**config.mk**
```make
export PLATFORM = sky130hd
export DESIGN_NAME = backtrack_walker
export DESIGN_NICKNAME = d
export VERILOG_FILES = /design/src/hw/sat_types_pkg.sv /design/src/hw/trail_ctrl_pkg.sv /design/src/hw/backtrack_walker.sv
export SDC_FILE = /design/constraint.sdc
export NUM_CORES = 1
export LEC_CHECK = 0
export ABC_AREA = 1
export BUFFER_PORTS_ARGS = -buffer_cell sky130_fd_sc_hd__buf_2
export CAP_MARGIN = 20
export CORE_AREA = 3 3 97 99
export CTS_CLUSTER_DIAMETER = 30
export CTS_CLUSTER_SIZE = 20
export DETAILED_ROUTE_END_ITERATION = 16
export DIE_AREA = 0 0 100 102
export PLACE_DENSITY = 0.81
export SLEW_MARGIN = 10
export SYNTH_ARGS = -nofsm -noshare
export SYNTH_HDL_FRONTEND = slang
export SYNTH_SLANG_ARGS = --single-unit
```
**constraint.sdc**
```tcl
create_clock -name clk -period 2.2 [get_ports clk]
set_input_delay 0.22 -clock clk [delete_from_list [all_inputs] [get_ports clk]]
set_output_delay 0.22 -clock clk [all_outputs]
set_load 0.1 [all_outputs]
```
**src/hw/sat_types_pkg.sv**
```systemverilog
/*
 * Solver-domain sizes for the assignment trail
 * Trail entry struct and push request struct
 */
`default_nettype none

package sat_types_pkg;

    // Trail depth and highest variable ID
    // Variable IDs run from 1 to MAX_VARS
    localparam int MAX_VARS = 256;
    localparam int VAR_W = 32;
    // Decision level, trail index and height all use this width
    localparam int LVL_W = 16;
    localparam int REASON_W = 16;

    // Address widths of the trail RAM and of the variable tables
    localparam int TRAIL_AW = $clog2(MAX_VARS);
    localparam int VT_AW = $clog2(MAX_VARS + 1);

    // Reason returned for a trail read at or above the height
    localparam logic [REASON_W-1:0] NO_REASON = '1;

    // One assignment on the trail, 66 bits
    typedef struct packed {
        logic [VAR_W-1:0]    variable;
        logic                value;
        logic [LVL_W-1:0]    level;
        logic                is_decision;
        logic [REASON_W-1:0] reason;
    } trail_entry_t;

    typedef struct packed {
        logic         valid;
        trail_entry_t entry;
    } push_req_t;

endpackage

`default_nettype wire

```
**src/hw/trail_ctrl_pkg.sv**
```systemverilog
/*
 * Control-side types of the trail manager
 * Walker state enum, variable table write request, commit record
 */
`default_nettype none

package trail_ctrl_pkg;

    typedef enum logic [1:0] {
        IDLE,
        WALK,
        COMMIT
    } bt_state_t;

    // Clear requests carry level 0, value 0 and an all-ones index
    typedef struct packed {
        logic                             valid;
        logic [sat_types_pkg::VAR_W-1:0]  variable;
        logic [sat_types_pkg::LVL_W-1:0]  level;
        logic                             value;
        logic [sat_types_pkg::LVL_W-1:0]  index;
    } vt_write_t;

    // End of a backtrack, loaded into the height and level registers
    typedef struct packed {
        logic                             valid;
        logic [sat_types_pkg::LVL_W-1:0]  height;
        logic [sat_types_pkg::LVL_W-1:0]  level;
    } bt_commit_t;

endpackage

`default_nettype wire

```
**src/hw/backtrack_walker.sv**
```systemverilog
/*
 * Iterative backtrack FSM
 * Walks the trail newest to oldest, one entry per cycle
 * Streams removed entries, clears their table slots, commits height and level
 */
`timescale 1ns/1ns
`default_nettype none

module backtrack_walker (
    input  logic                               clk,
    input  logic                               reset,
    input  logic                               backtrack_en,
    input  logic [sat_types_pkg::LVL_W-1:0]    backtrack_to_level,
    input  logic [sat_types_pkg::LVL_W-1:0]    height,
    input  sat_types_pkg::trail_entry_t        peek_entry,
    output logic [sat_types_pkg::LVL_W-1:0]    peek_idx,
    output logic                               backtrack_valid,
    output logic [sat_types_pkg::VAR_W-1:0]    backtrack_var,
    output logic                               backtrack_value,
    output logic                               backtrack_is_decision,
    output logic                               backtrack_done,
    output trail_ctrl_pkg::vt_write_t          clear_write,
    output trail_ctrl_pkg::bt_commit_t         commit,
    output logic                               walker_busy
);

    trail_ctrl_pkg::bt_state_t       state_q;
    logic [sat_types_pkg::LVL_W-1:0] idx_q;
    logic [sat_types_pkg::LVL_W-1:0] target_q;
    logic                            remove;

    // Entry just below the walk index
    assign peek_idx = (idx_q != '0) ? idx_q - 1'b1 : '0;

    assign remove = (state_q == trail_ctrl_pkg::WALK)
                    && (idx_q != '0)
                    && (peek_entry.level > target_q);

    // Start cycle counts as busy so no push slips past the sampled height
    assign walker_busy = (state_q != trail_ctrl_pkg::IDLE) || backtrack_en;

    always_ff @(posedge clk or posedge reset) begin
        if (reset) begin
            state_q <= trail_ctrl_pkg::IDLE;
            idx_q <= '0;
            target_q <= '0;
        end else begin
            case (state_q)
                trail_ctrl_pkg::IDLE: begin
                    if (backtrack_en) begin
                        idx_q <= height;
                        target_q <= backtrack_to_level;
                        state_q <= trail_ctrl_pkg::WALK;
                    end
                end
                trail_ctrl_pkg::WALK: begin
                    if (remove) begin
                        idx_q <= peek_idx;
                    end else begin
                        state_q <= trail_ctrl_pkg::COMMIT;
                    end
                end
                default: begin
                    state_q <= trail_ctrl_pkg::IDLE;
                end
            endcase
        end
    end

    // Removed entry stream
    assign backtrack_valid = remove;
    assign backtrack_var = peek_entry.variable;
    assign backtrack_value = peek_entry.value;
    assign backtrack_is_decision = peek_entry.is_decision;
    assign backtrack_done = (state_q == trail_ctrl_pkg::COMMIT);

    always_comb begin
        clear_write.valid = remove;
        clear_write.variable = peek_entry.variable;
        clear_write.level = '0;
        clear_write.value = 1'b0;
        clear_write.index = '1;
    end

    // Walk index is the new height
    always_comb begin
        commit.valid = backtrack_done;
        commit.height = idx_q;
        commit.level = target_q;
    end

endmodule

`default_nettype wire

```
==> results.txt <==
* Die span in x: 100 um
- At the end of the flow the core is filled with cells to 0.4655.
- Clock-pin slew was measured on the worst setup and hold paths at 0.08 ns.
- During I/O placement, the number of pins put on the boundary was 253.
* Initial detailed-routing violation count: 74
* Placed instance count: 607
- In the global route stage, met2 resource usage came out at 0.2960.
* Worst-case reg-to-reg path depth: 13
- The run finished with clean final reports.
* Share of synthesized area occupied by flip-flops and latches: 0.2584
- Routability-driven placement finished with a final weighted congestion of 0.9749.
- For met1 alone, demand over resource in global routing was 0.1722.
* Final Routed Wirelength: 8255 um
- Setup repair after global routing could not meet its margin everywhere.
- Maximum buffer depth of the clock tree: 2
- Worst path arrival time: 1.94 ns
- Synthesis produced 468 cells.
* Number of synthesized register bits: 34
* Clock buffers created by TritonCTS: 5
- Top fanout value on the critical path: 3
- Vertical die dimension: 102 um
* Crit path time final: 2.157 ns
- Die area: 0.01020 mm^2
- Netlist area before placement: 0.003293 mm^2
- Before antenna repair, the detailed router went through 4 iterations.
- Average wire per standard cell: 13.25 um
- The library cell used most frequently in the layout, excluding fill and tap cells, is sky130_fd_sc_hd__nand2_1.
- The clock reaches the later pin of the worst-skew pair after 0.29 ns.
- For this run, the total global-route usage over all layers was measured as 0.1547.
* Final Setup Violations: 0
- Count of warnings emitted by yosys: 0
- The count of nets left with antenna violations once routing finished came out at 0.
- Final total negative setup slack: 0 ns
- For this run, the number of standard cells in the final layout without fillers is 623.
- After synthesis, the mean cell area works out to 7.037 um^2.
* Number of distinct library cells after synthesis: 32
- Number of core rows: 34
- Entering global routing, the biggest net connects 35 pins.
* Master cell of the clock root buffer: sky130_fd_sc_hd__clkbuf_8
* Residual DRC count: 0
- The via count of the first global-routing pass was 2786.
- STA puts the critical path data required time at 1.98 ns.
- The first global-routing pass estimated 12900 um of wire.
* Detailed-placement wirelength estimate: 6368 um
- STA classifies the critical path startpoint as a flop.
- Slack of the worst reg-to-reg path: 0.18 ns
- CTS tree: yes
- The setup path with the least slack is of type flop to output port.
- Number of diodes added for antenna fixing: 0
- The net count of the finished layout is 633.
- Number of antenna violations at the first check in global routing: 0
- Across all hold checks on the routed design, the worst slack comes to 0.03387 ns.
* Element type at the critical path end: output port
- Of the available clock period, the critical path in the final layout requires 0.9804.
* Leftover overflow at the end of global routing: 0
* Depth of the CTS H-tree: 2
- Commonest non-fill, non-tap cells in the layout: sky130_fd_sc_hd__nand2_1, sky130_fd_sc_hd__buf_2, sky130_fd_sc_hd__nor2_1, sky130_fd_sc_hd__conb_1, sky130_fd_sc_hd__nand3_1
- Worst clock skew on the final layout: 0.008505 ns
- The routed layout has 2861 vias.
- Highest-utilization routing layer at the global route stage: met2
- Layout Area Growth over Synthesis: 22.07%
* Core box area: 0.008636 mm^2
* Classification of the worst-slack hold path: primary input to async pin
- Fraction of layout instances using a drive strength above 1: 0.4777
* Sink count of the clock tree: 34
- Pins Over Slew Limit: 0
- Fmax: 463.6 MHz
* Via-per-instance ratio: 4.592
- The tool flagged a number of max-cap violations equal to 0.
* Initial core utilization: 0.3813
* Count of final hold-check violations: 0
* Port Buffer Count: 103
- Met3 usage in global routing: 0.03003
- For this design, the CTS-stage hold fixing added 0 buffers.
==> Yosys cell counts, drive strengths merged <==
| cell type | number | area, um^2 |
|---|---|---|
| a21o | 2 | 15.01 |
| a21oi | 21 | 105.1 |
| and3 | 1 | 6.260 |
| buf | 106 | 802.0 |
| clkbuf | 4 | 15.01 |
| clkinv | 1 | 3.750 |
| conb | 2 | 7.510 |
| dfrtp | 34 | 850.8 |
| ha | 18 | 225.2 |
| inv | 46 | 175.2 |
| mux2 | 1 | 11.26 |
| nand2 | 125 | 536.8 |
| nand3 | 30 | 150.1 |
| nand4 | 4 | 25.02 |
| nor2 | 56 | 250.2 |
| o21ai | 9 | 48.79 |
| o21bai | 2 | 15.01 |
| or2 | 1 | 6.260 |
| xnor2 | 3 | 26.28 |
| xor2 | 2 | 17.52 |
==> timing repair <==
action | CTS | global route
setup buffers | 7 | 1
resized for setup | 17 | 23
setup endpoints to repair | 8 | 24
pin swaps | 15 | 10
gates cloned | 0 | 0
==> kinds of logic after synthesis <==
group / after synthesis / share of synthesized area
other cells: 2 / 0.002280
mux: 1 / 0.003419
fa+ha+maj: 18 / 0.06839
buf+inv: 157 / 0.3024
simple gates: 217 / 0.2960
compound gates: 34 / 0.05585
xor+xnor: 5 / 0.01330
flops: 34 / 0.2584
==> registers in the layout (all words and copies together), names as in the netlist <==
name,count
idx_q,16
state_q,2
target_q,16
==> layer usage <==
layer / wire, um / up-vias
li1: - / 1409
met1: 3017 / 1297
met2: 4416 / 129
met3: 659 / 26
met4: 162 / 0
met5: 0 / -
==> cell type report <==
cell class / instances / area (um^2)
tap: 108 / 135.1
multi-input combinational: 308 / 1846
clock buffer: 7 / 86.33
timing repair buffer: 118 / 800.8
sequential: 34 / 930.9
clock inverter: 1 / 5.005
inverter: 47 / 216.5
fill: 869 / 4616
==> path summary, 6_finish.rpt <==
path | startpoint | endpoint
hold / removal | reset | idx_q[7]
hold reg to reg | target_q[0] | target_q[0]
max in group asynchronous | reset | idx_q[0]
setup reg to reg | target_q[7] | idx_q[4]
min in group clk | backtrack_to_level[0] | target_q[0]
setup / recovery | target_q[7] | backtrack_valid
==> critical path, cell delays in order, from the launching register on <==
cell,delay (ns)
sky130_fd_sc_hd__dfrtp_4,0.49
sky130_fd_sc_hd__inv_4,0.07
sky130_fd_sc_hd__ha_4,0.20
sky130_fd_sc_hd__a21o_1,0.17
sky130_fd_sc_hd__nor2_1,0.09
sky130_fd_sc_hd__nand2_1,0.06
sky130_fd_sc_hd__nand2_1,0.07
sky130_fd_sc_hd__nand2_2,0.09
sky130_fd_sc_hd__nand2_8,0.09
sky130_fd_sc_hd__clkinvlp_4,0.13
sky130_fd_sc_hd__buf_12,0.19
==> through the flow <==
| step | instance area, um^2 | worst slack (ns) |
|---|---|---|
| global placement | 3701 | 0.1818 |
| floorplan | 3675 | -0.3258 |
| finish | 4020 | 0.04306 |
| detailed placement | 3701 | 0.1165 |
| global route | 4020 | -0.08287 |
| CTS | 3923 | 0.001047 |
Power is not shown: default switching activity piles up to over one toggle a cycle in this logic, so the estimate is an artifact.
