===== config.mk =====
export PLATFORM = sky130hd
export DESIGN_NAME = var_table_arbiter
export DESIGN_NICKNAME = d
export VERILOG_FILES = /design/src/hw/sat_types_pkg.sv /design/src/hw/trail_ctrl_pkg.sv /design/src/hw/var_table_arbiter.sv
export SDC_FILE = /design/constraint.sdc
export NUM_CORES = 1
export LEC_CHECK = 0
export BUFFER_PORTS_ARGS = -buffer_cell sky130_fd_sc_hd__buf_2
export CORE_AREA = 10 10 122 124
export DETAILED_ROUTE_END_ITERATION = 12
export DIE_AREA = 0 0 132 134
export PLACE_DENSITY = 0.56
export SLEW_MARGIN = 5
export SYNTH_ARGS = -nofsm -noshare
export SYNTH_HDL_FRONTEND = slang
export SYNTH_SLANG_ARGS = --single-unit

===== constraint.sdc =====
create_clock -name vclk -period 2.1
set_clock_uncertainty 0.1 [all_clocks]
set_input_delay 0.21 -clock vclk [all_inputs]
set_output_delay 0.21 -clock vclk [all_outputs]
set_load 0.02 [all_outputs]

===== src/hw/sat_types_pkg.sv =====
/*
 * Solver-domain sizes for the assignment trail
 * Trail entry struct and push request struct
 */
`default_nettype none

package sat_types_pkg;

    // Trail depth and highest variable ID
    // Variable IDs run from 1 to MAX_VARS
    localparam int MAX_VARS = 256;
    localparam int VAR_W = 32;
    // Decision level, trail index and height all use this width
    localparam int LVL_W = 16;
    localparam int REASON_W = 16;

    // Address widths of the trail RAM and of the variable tables
    localparam int TRAIL_AW = $clog2(MAX_VARS);
    localparam int VT_AW = $clog2(MAX_VARS + 1);

    // Reason returned for a trail read at or above the height
    localparam logic [REASON_W-1:0] NO_REASON = '1;

    // One assignment on the trail, 66 bits
    typedef struct packed {
        logic [VAR_W-1:0]    variable;
        logic                value;
        logic [LVL_W-1:0]    level;
        logic                is_decision;
        logic [REASON_W-1:0] reason;
    } trail_entry_t;

    typedef struct packed {
        logic         valid;
        trail_entry_t entry;
    } push_req_t;

endpackage

`default_nettype wire


===== src/hw/trail_ctrl_pkg.sv =====
/*
 * Control-side types of the trail manager
 * Walker state enum, variable table write request, commit record
 */
`default_nettype none

package trail_ctrl_pkg;

    typedef enum logic [1:0] {
        IDLE,
        WALK,
        COMMIT
    } bt_state_t;

    // Clear requests carry level 0, value 0 and an all-ones index
    typedef struct packed {
        logic                             valid;
        logic [sat_types_pkg::VAR_W-1:0]  variable;
        logic [sat_types_pkg::LVL_W-1:0]  level;
        logic                             value;
        logic [sat_types_pkg::LVL_W-1:0]  index;
    } vt_write_t;

    // End of a backtrack, loaded into the height and level registers
    typedef struct packed {
        logic                             valid;
        logic [sat_types_pkg::LVL_W-1:0]  height;
        logic [sat_types_pkg::LVL_W-1:0]  level;
    } bt_commit_t;

endpackage

`default_nettype wire


===== src/hw/var_table_arbiter.sv =====
/*
 * Fixed-priority arbiter for the variable table write port
 * Walker wins, pushes during a walk are dropped and reported
 */
`timescale 1ns/1ns
`default_nettype none

module var_table_arbiter (
    input  sat_types_pkg::push_req_t           push_req,
    input  logic                               walker_busy,
    input  trail_ctrl_pkg::vt_write_t          push_write,
    input  trail_ctrl_pkg::vt_write_t          clear_write,
    output sat_types_pkg::push_req_t           push_grant,
    output trail_ctrl_pkg::vt_write_t          table_write,
    output logic                               push_lost
);

    // Whole push refused while the walker owns the trail
    always_comb begin
        push_grant = push_req;
        push_grant.valid = push_req.valid && !walker_busy;
    end

    assign push_lost = push_req.valid && walker_busy;

    // Clear has priority over the accepted-push write
    assign table_write = clear_write.valid ? clear_write : push_write;

endmodule

`default_nettype wire


==> impl_metrics.py, run 1 <==
metrics = {
    "power_and_ir_drop": {
        "powerDensity_nw_per_um2": 257,
        "p_leak_uw": 0.00124,
        "vdd_drop_max_mv": 0.0549,
    },
    "critical_path": {
        "crit_fanout": 25,
        "required_ns": 1.79,
        "crit_arrival_ns": 1.27,
        "end_kind": "output pin",
        "path_class": "in2out",
        "cp-start-kind": "input port",
    },
    "sta": {
        "setup_violations": 0,
        "fin_tns_setup_ns": 0,
        "fmax_ghz": 0.633,
        "finalWorstPathRequiredPeriod_ns": 1.58,
        "slew_headroom_pct": 84.3,
        "rsz0062_at_grt": "no",
        "worst_pin_slew_ns": 0.236,
        "hold_viol_final": 0,
        "maxSlewViolCount": 0,
        "fin_crit_sh_pct": 75.3,
    },
    "route": {
        "routed_via_density": 3.37,
        "ant_nets": 0,
        "drt_iter0_markers": 8,
        "wl_um": 7210,
        "firstDrtPassIters": 4,
        "vias": 1498,
        "routedWlPerCell_um": 16.2,
        "drcViolationCount": 0,
    },
    "clock_tree": {
        "holdBufCountCts": 0,
        "post_cts_buffers": 0,
        "cts.repair.resized": 0,
    },
    "layout": {
        "final_cell_mix": "buf_2, mux2_4, mux2_2",
        "finalInstanceArea_sq_um": 2170,
        "seq_cells": 0,
        "finalNetCount": 474,
        "area_growth_pct": 48.5,
        "fillers": 1393,
        "regArea_sq_um": 0,
        "num_antenna_cells": 0,
        "clock_buffers": 0,
        "mostFrequentLayoutCell": "buf_2",
        "drive_gt1_share_pct": 98.9,
    },
    "placed_design": {
        "port_buffers": 202,
        "gp_congestion": 0.716,
        "postPlaceCellArea_sq_um": 2170,
        "hpwl_um": 6640,
    },
    "yosys": {
        "synth_top_cell_area_share_pct": 40.1,
        "synth_cell_types": 8,
        "synth_cells": 141,
        "syn-cell-area_sq_um": 1460,
        "synth_largest_area_cell": "mux2_4",
        "synthTopCellsByArea": "mux2_4, buf_4, mux2_2",
        "yosys_warnings": 0,
        "syn_nets": 341,
        "synth_area_per_cell_sq_um": 10.3,
        "ys_seq_area_share_pct": 0,
    },
    "global_routing": {
        "grt_first_pass_wirelength_um": 10600,
        "antenna_found_initial": 0,
        "grt_pass1_vias": 1774,
        "grt_max_degree": 32,
        "grtUsageTotal_pct": 7.23,
        "grt.overflow.total": 0,
    },
    "floorplan": {
        "ios": 334,
        "initial_core_util_pct": 11.7,
        "core_sq_um": 12500,
        "die_x_um": 132,
        "die_h_um": 134,
        "num_rows": 41,
        "die-area_sq_um": 17700,
    },
    "status": {
        "status": "finished clean",
    },
    "hold_path": {
        "min_path_type": "in2out",
    },
    "flow_run": {
        "max_cap_violations": 0,
    },
}
## layer usage
| layer | wire, um | up-vias | global-route usage (%) |
|---|---|---|---|
| met3 | 813 | 10 | 2.80 |
| met4 | 34 | 0 | 0.680 |
| met2 | 3460 | 142 | 13.0 |
| met1 | 2910 | 669 | 8.15 |
| li1 | - | 677 | - |
| met5 | 0 | - | 0 |
## cell families (layout without fill, tap and decap cells)
| family | count (synthesis) | after routing | synth area share [%] |
|---|---|---|---|
| buf+inv | 73 | 204 | 38.5 |
| mux | 65 | 65 | 60.2 |
| simple gates | 3 | 3 | 1.29 |
## synth_stat cells, drive strengths merged
cell    n
nor2b   1
mux2   65
and2    1
buf    73
or2     1
## worst max-delay path, stage by stage
cell    delay (ns)
buf_4         0.23
buf_12        0.23
mux2_2        0.41
buf_2         0.18
## final cells by class
type | count | area (sq um) | area share (%)
Tap cell | 172 | 215 | 9.94
Multi-Input combinational cell | 68 | 897 | 41.4
Timing Repair Buffer | 204 | 1050 | 48.6
## worst paths after layout
kind	from	to	cells past startpoint
worst max-delay path	clear_write[65]	table_write[11]	4
worst min-delay path	push_req[14]	push_grant[14]	0
## power by group
part	total [uW]	switching [uW]	internal, uW
sequential	0	0	0
combinational	557	272	285
clock	0	0	0
## stage by stage
step | total power [uW] | hold slack, ns | setup WS (ns) | cells | util, %
finish | 557 | 0.320 | 0.519 | 444 | 17.4
global route | 597 | 0.320 | 0.458 | 444 | 17.4
CTS | 569 | 0.320 | 0.486 | 444 | 17.4
detailed placement | 566 | 0.320 | 0.484 | 444 | 17.4
global placement | 560 | 0.320 | 0.502 | 444 | 17.4
floorplan | 506 | 0.398 | 0.949 | 141 | -
(Power assumes the default switching activity.)
==> run 2, diff against run 1 <==
- ABC_AREA: default -> 1
- PLACE_DENSITY: 0.56 -> 0.57
- clock period: 2.1 -> 1.4 ns (I/O delays scaled with it)
==> run 2 against run 1 <==
  * Cell count increased by 30%
  * Combinational power increased by 37%
  * Die area unchanged
  * Largest cell class unchanged
  * Largest power group unchanged
  * Critical path type unchanged
  * Non-clock buffer count increased by 2
==> impl_metrics.py, run 2 <==
metrics = {
    "power_and_ir_drop": {
        "powerDensity_nw_per_um2": 371,
        "finalPower_uw": 761,
        "vdd_drop_max_mv": 0.213,
        "p_leak_uw": 0.00144,
    },
    "floorplan": {
        "die_h_um": 134,
        "die-area_sq_um": 17700,
        "die_x_um": 132,
        "num_rows": 41,
        "core_sq_um": 12500,
        "ios": 334,
        "initial_core_util_pct": 10.8,
    },
    "layout": {
        "final_cells": 579,
        "final_cell_mix": "buf_2, nand2_1, buf_12",
        "regArea_sq_um": 0,
        "area_growth_pct": 52.2,
        "finalNetCount": 609,
        "num_antenna_cells": 0,
        "seq_cells": 0,
        "mostFrequentLayoutCell": "buf_2",
        "clock_buffers": 0,
        "final_util_pct": 16.5,
        "fillers": 1488,
        "drive_gt1_share_pct": 51.1,
    },
    "global_routing": {
        "antenna_found_initial": 0,
        "grt_first_pass_wirelength_um": 10600,
        "grt_pass1_vias": 2114,
        "grt_max_degree": 37,
        "grt.overflow.total": 0,
        "grtUsageTotal_pct": 6.96,
    },
    "yosys": {
        "synth.most_common_cell": "nand2_1",
        "synth-compound-area-share_pct": 0,
        "synth_cell_types": 7,
        "syn_nets": 481,
        "ys_seq_area_share_pct": 0,
        "synthMuxAreaShare_pct": 0,
        "syn-cell-area_sq_um": 1350,
        "synth_top_family_by_area": "simple AND/OR/NAND/NOR gates",
        "synth_adder_area_share_pct": 0,
        "synth_area_per_cell_sq_um": 4.80,
        "synth_top_cell_area_share_pct": 54.6,
        "ys_top_cells_by_count": "nand2_1, buf_4, buf_2",
        "synthTopCellsByArea": "nand2_1, buf_4, buf_2",
        "yosys.area_share.simple_pct": 55.3,
        "yosys_warnings": 0,
        "synth_cells": 281,
        "synth-xor-area-share_pct": 0,
        "synth_largest_area_cell": "nand2_1",
    },
    "critical_path": {
        "end_kind": "output pin",
        "path_class": "in2out",
        "required_ns": 1.16,
        "crit_fanout": 30,
        "crit_arrival_ns": 0.92,
        "cp-start-kind": "input port",
    },
    "clock_tree": {
        "holdBufCountCts": 0,
        "post_cts_buffers": 0,
        "cts.repair.resized": 0,
    },
    "placed_design": {
        "gp_congestion": 0.730,
        "port_buffers": 202,
        "hpwl_um": 6380,
        "placedCellCount": 579,
    },
    "sta": {
        "finalWorstPathRequiredPeriod_ns": 1.16,
        "setup_violations": 0,
        "worst_pin_slew_ns": 0.297,
        "maxSlewViolCount": 0,
        "fin_tns_setup_ns": 0,
        "hold_viol_final": 0,
        "fin_crit_sh_pct": 82.8,
        "fmax_ghz": 0.863,
        "slew_headroom_pct": 80.2,
        "rsz0062_at_grt": "no",
    },
    "route": {
        "routedWlPerCell_um": 12.2,
        "wl_um": 7070,
        "firstDrtPassIters": 4,
        "drt_iter0_markers": 28,
        "vias": 1993,
        "drcViolationCount": 0,
        "ant_nets": 0,
        "routed_via_density": 3.44,
    },
    "hold_path": {
        "hold_path_depth": 0,
        "min_path_type": "in2out",
        "hold_path_end": "push_grant[5]",
        "hp-start": "push_req[5]",
    },
    "status": {
        "status": "finished clean",
    },
    "flow_run": {
        "max_cap_violations": 0,
    },
}
run 2: metrics by stage:
stage	cell area [sq um]	hold slack, ns	setup WS (ns)
2_1_floorplan	1350	0.260	0.466
3_3_place_gp	2050	0.180	0.242
3_5_place_dp	2050	0.180	0.231
4_1_cts	2050	0.180	0.231
5_1_grt	2050	0.180	0.126
6_report	2050	0.180	0.241
run 2: layout make-up:
type | count | area (sq um) | share of cell area (%)
multi-input combinational | 198 | 746 | 36.4
tap | 172 | 215 | 10.5
timing repair buffer | 206 | 1080 | 52.6
inverter | 3 | 11.3 | 0.549
run 2: kinds of logic after synthesis:
| group | count (synthesis) |
|---|---|
| and+or+nand+nor | 198 |
| buffers and inverters | 83 |
run 2: per-layer routing:
metal / vias up / GRT usage (%) / wire length [um]
met4: 0 / 3.09 / 315
met2: 178 / 11.9 / 3210
li1: 1012 / - / -
met5: - / 0 / 0
met1: 763 / 6.72 / 2440
met3: 40 / 4.03 / 1100
run 2: worst max path at each step:
stage,to,slack (ns),from,cells after the start
after floorplan,table_write[14],0.47,clear_write[65],5
after global placement,table_write[17],0.24,clear_write[65],5
after detailed placement,table_write[31],0.23,clear_write[65],5
after CTS,table_write[17],0.23,clear_write[65],5
after global routing,table_write[23],0.13,clear_write[65],5
final,table_write[31],0.24,clear_write[65],5
run 2: worst max-delay path, cell delays in order:
cell and delay (ns):
buf_2 0.13, buf_4 0.30, nand2_1 0.09, nand2_1 0.08, buf_2 0.16
run 2: report_power, final:
group	switching [uW]	internal (uW)	total, uW
Combinational	445	316	761
Clock	0	0	0
Sequential	0	0	0
==> run 3, diff against run 2 <==
- ABC_AREA: 1 -> 0
- CORE_AREA: 10 10 122 124 -> 10 10 121 123
- DIE_AREA: 0 0 132 134 -> 0 0 131 133
- PLACE_DENSITY: 0.57 -> 0.58
- clock period: 1.4 -> 1 ns (I/O delays scaled with it)
==> run 3 against run 2 <==
  * Die area is 1.5% lower
  * Non-clock buffer count is 8 higher
  * Worst hold slack worse by 0.080 ns
  * Via count is 21% lower
  * Global-route usage is 0.86 points higher
  * Cell count is 22% lower
  * Largest cell class unchanged
  * Total power is 120% higher
  * The flow now finishes with violations (negative setup slack)
==> impl_metrics.py, run 3 (synthesized netlist as in run 1, its figures left out) <==
metrics = {
    "critical_path": {
        "cp-start-kind": "input port",
        "path_depth": 4,
        "required_ns": 0.80,
        "crit_path_top_delay_cell": "mux2_4",
        "cp_cell_sequence": "buf_16, buf_16, mux2_4, buf_6",
        "path_class": "in2out",
        "endpoint": "table_write[7]",
        "crit_family": "buffers and inverters",
        "crit_arrival_ns": 0.84,
        "max_stage_delay_ns": 0.30,
        "crit_fanout": 6,
        "startpoint": "clear_write[65]",
        "path_buf_inv": 3,
        "end_kind": "output pin",
        "cp_common_cell": "buf_16",
    },
    "sta": {
        "maxSlewViolCount": 0,
        "hold_viol_final": 0,
        "hold_slack_ns": 0.100,
        "fmax_ghz": 0.965,
        "fin_tns_setup_ns": -0.878,
        "finalWorstPathRequiredPeriod_ns": 1.04,
        "worst_pin_slew_ns": 0.112,
        "rsz0062_at_grt": "yes",
        "layout_setup_ws_ns": -0.0358,
        "setup_violations": 48,
        "fin_crit_sh_pct": 104,
        "slew_headroom_pct": 92.6,
    },
    "layout": {
        "mostFrequentLayoutCell": "buf_2",
        "final_cells": 454,
        "finalInstanceArea_sq_um": 2930,
        "clock_buffers": 0,
        "area_growth_pct": 101,
        "num_antenna_cells": 0,
        "drive_gt1_share_pct": 98.9,
        "finalNetCount": 484,
        "seq_cells": 0,
        "regArea_sq_um": 0,
        "final_cell_mix": "buf_2, mux2_4, buf_6",
    },
    "placed_design": {
        "port_buffers": 202,
        "hpwl_um": 6520,
        "placedCellCount": 447,
        "gp_congestion": 0.707,
        "postPlaceCellArea_sq_um": 2190,
    },
    "power_and_ir_drop": {
        "p_leak_uw": 0.00161,
        "combPwrFrac_pct": 100.0,
        "powerDensity_nw_per_um2": 565,
        "netSwitchingPower_uw": 665,
        "seq_power_share_pct": 0,
        "vdd_drop_max_mv": 0.158,
        "p_clk_share_pct": 0,
        "swShare_pct": 40.1,
        "p_int_uw": 992,
    },
    "global_routing": {
        "grt.overflow.total": 0,
        "grt_pass1_vias": 1721,
        "grt_busiest_layer": "met2",
        "use_met2_pct": 14.8,
        "grtUsageTotal_pct": 7.82,
        "use_met3_pct": 3.84,
        "grtUsageMet1_pct": 7.43,
        "antenna_found_initial": 0,
        "grt_first_pass_wirelength_um": 10700,
        "grt_max_degree": 9,
    },
    "hold_path": {
        "min_path_type": "in2out",
    },
    "route": {
        "firstDrtPassIters": 4,
        "vias": 1583,
        "drt_iter0_markers": 21,
        "drcViolationCount": 0,
        "ant_nets": 0,
        "wl_um": 8210,
        "routed_via_density": 3.49,
        "routedWlPerCell_um": 18.1,
    },
    "floorplan": {
        "die_x_um": 131,
        "initial_core_util_pct": 11.8,
        "core_sq_um": 12400,
        "num_rows": 41,
        "ios": 334,
        "die_h_um": 133,
        "die-area_sq_um": 17400,
    },
    "clock_tree": {
        "post_cts_buffers": 0,
        "holdBufCountCts": 0,
    },
    "flow_run": {
        "max_cap_violations": 0,
    },
    "status": {
        "status": "finished, violations left",
        "violations": "negative setup slack",
    },
}
==> run 3: cell count changes in the layout (fill, tap and decap cells not counted), sizes merged <==
cell / before / now
inv: 3 / 0
nor2: 1 / 0
and2: 0 / 1
mux2: 0 / 65
nor2b: 0 / 1
buf: 206 / 214
nand2: 196 / 0
==> run 3: power groups by stage <==
stage / Clock [uW] / Sequential (uW) / Combinational, uW
after floorplan: 0 / 0 / 1060
after global placement: 0 / 0 / 1180
after detailed placement: 0 / 0 / 1190
after CTS: 0 / 0 / 1570
after global routing: 0 / 0 / 1750
final: 0 / 0 / 1660
==> run 3: final cells by class <==
cell class / count / area, sq um
Fill cell: 1312 / 9430
Timing Repair Buffer: 214 / 1720
Multi-Input combinational cell: 68 / 995
Tap cell: 172 / 215
==> run 3: per-layer routing <==
metal  wire length, um  vias up
li1                  -      702
met1              2660      711
met2              4010      156
met3              1410       12
met4                89        2
met5                38        -
==> run 3: worst min-delay path by stage <==
| stage | slack [ns] | depth (start not counted) | startpoint | to |
|---|---|---|---|---|
| after CTS | 0.10 | 0 | push_req[14] | push_grant[14] |
| after floorplan | 0.18 | 1 | walker_busy | push_grant[66] |
| after global routing | 0.10 | 0 | push_req[37] | push_grant[37] |
| after detailed placement | 0.10 | 0 | push_req[14] | push_grant[14] |
| after global placement | 0.10 | 0 | push_req[14] | push_grant[14] |
| final | 0.10 | 0 | push_req[48] | push_grant[48] |
==> run 3: per-stage QoR <==
| stage | utilization [%] | setup slack, ns | total power (uW) |
|---|---|---|---|
| 6_report | 23.7 | -0.0358 | 1660 |
| 5_1_grt | 23.7 | -0.0523 | 1750 |
| 4_1_cts | 22.6 | -0.0475 | 1570 |
| 3_5_place_dp | 17.7 | -0.186 | 1190 |
| 3_3_place_gp | 17.7 | -0.168 | 1180 |
| 2_1_floorplan | - | 0.0692 | 1060 |
==> run 3: repair_timing <==
action | CTS | global route
setup endpoints to repair | 66 | 64
gates resized for setup | 131 | 46
cloned | 7 | 0
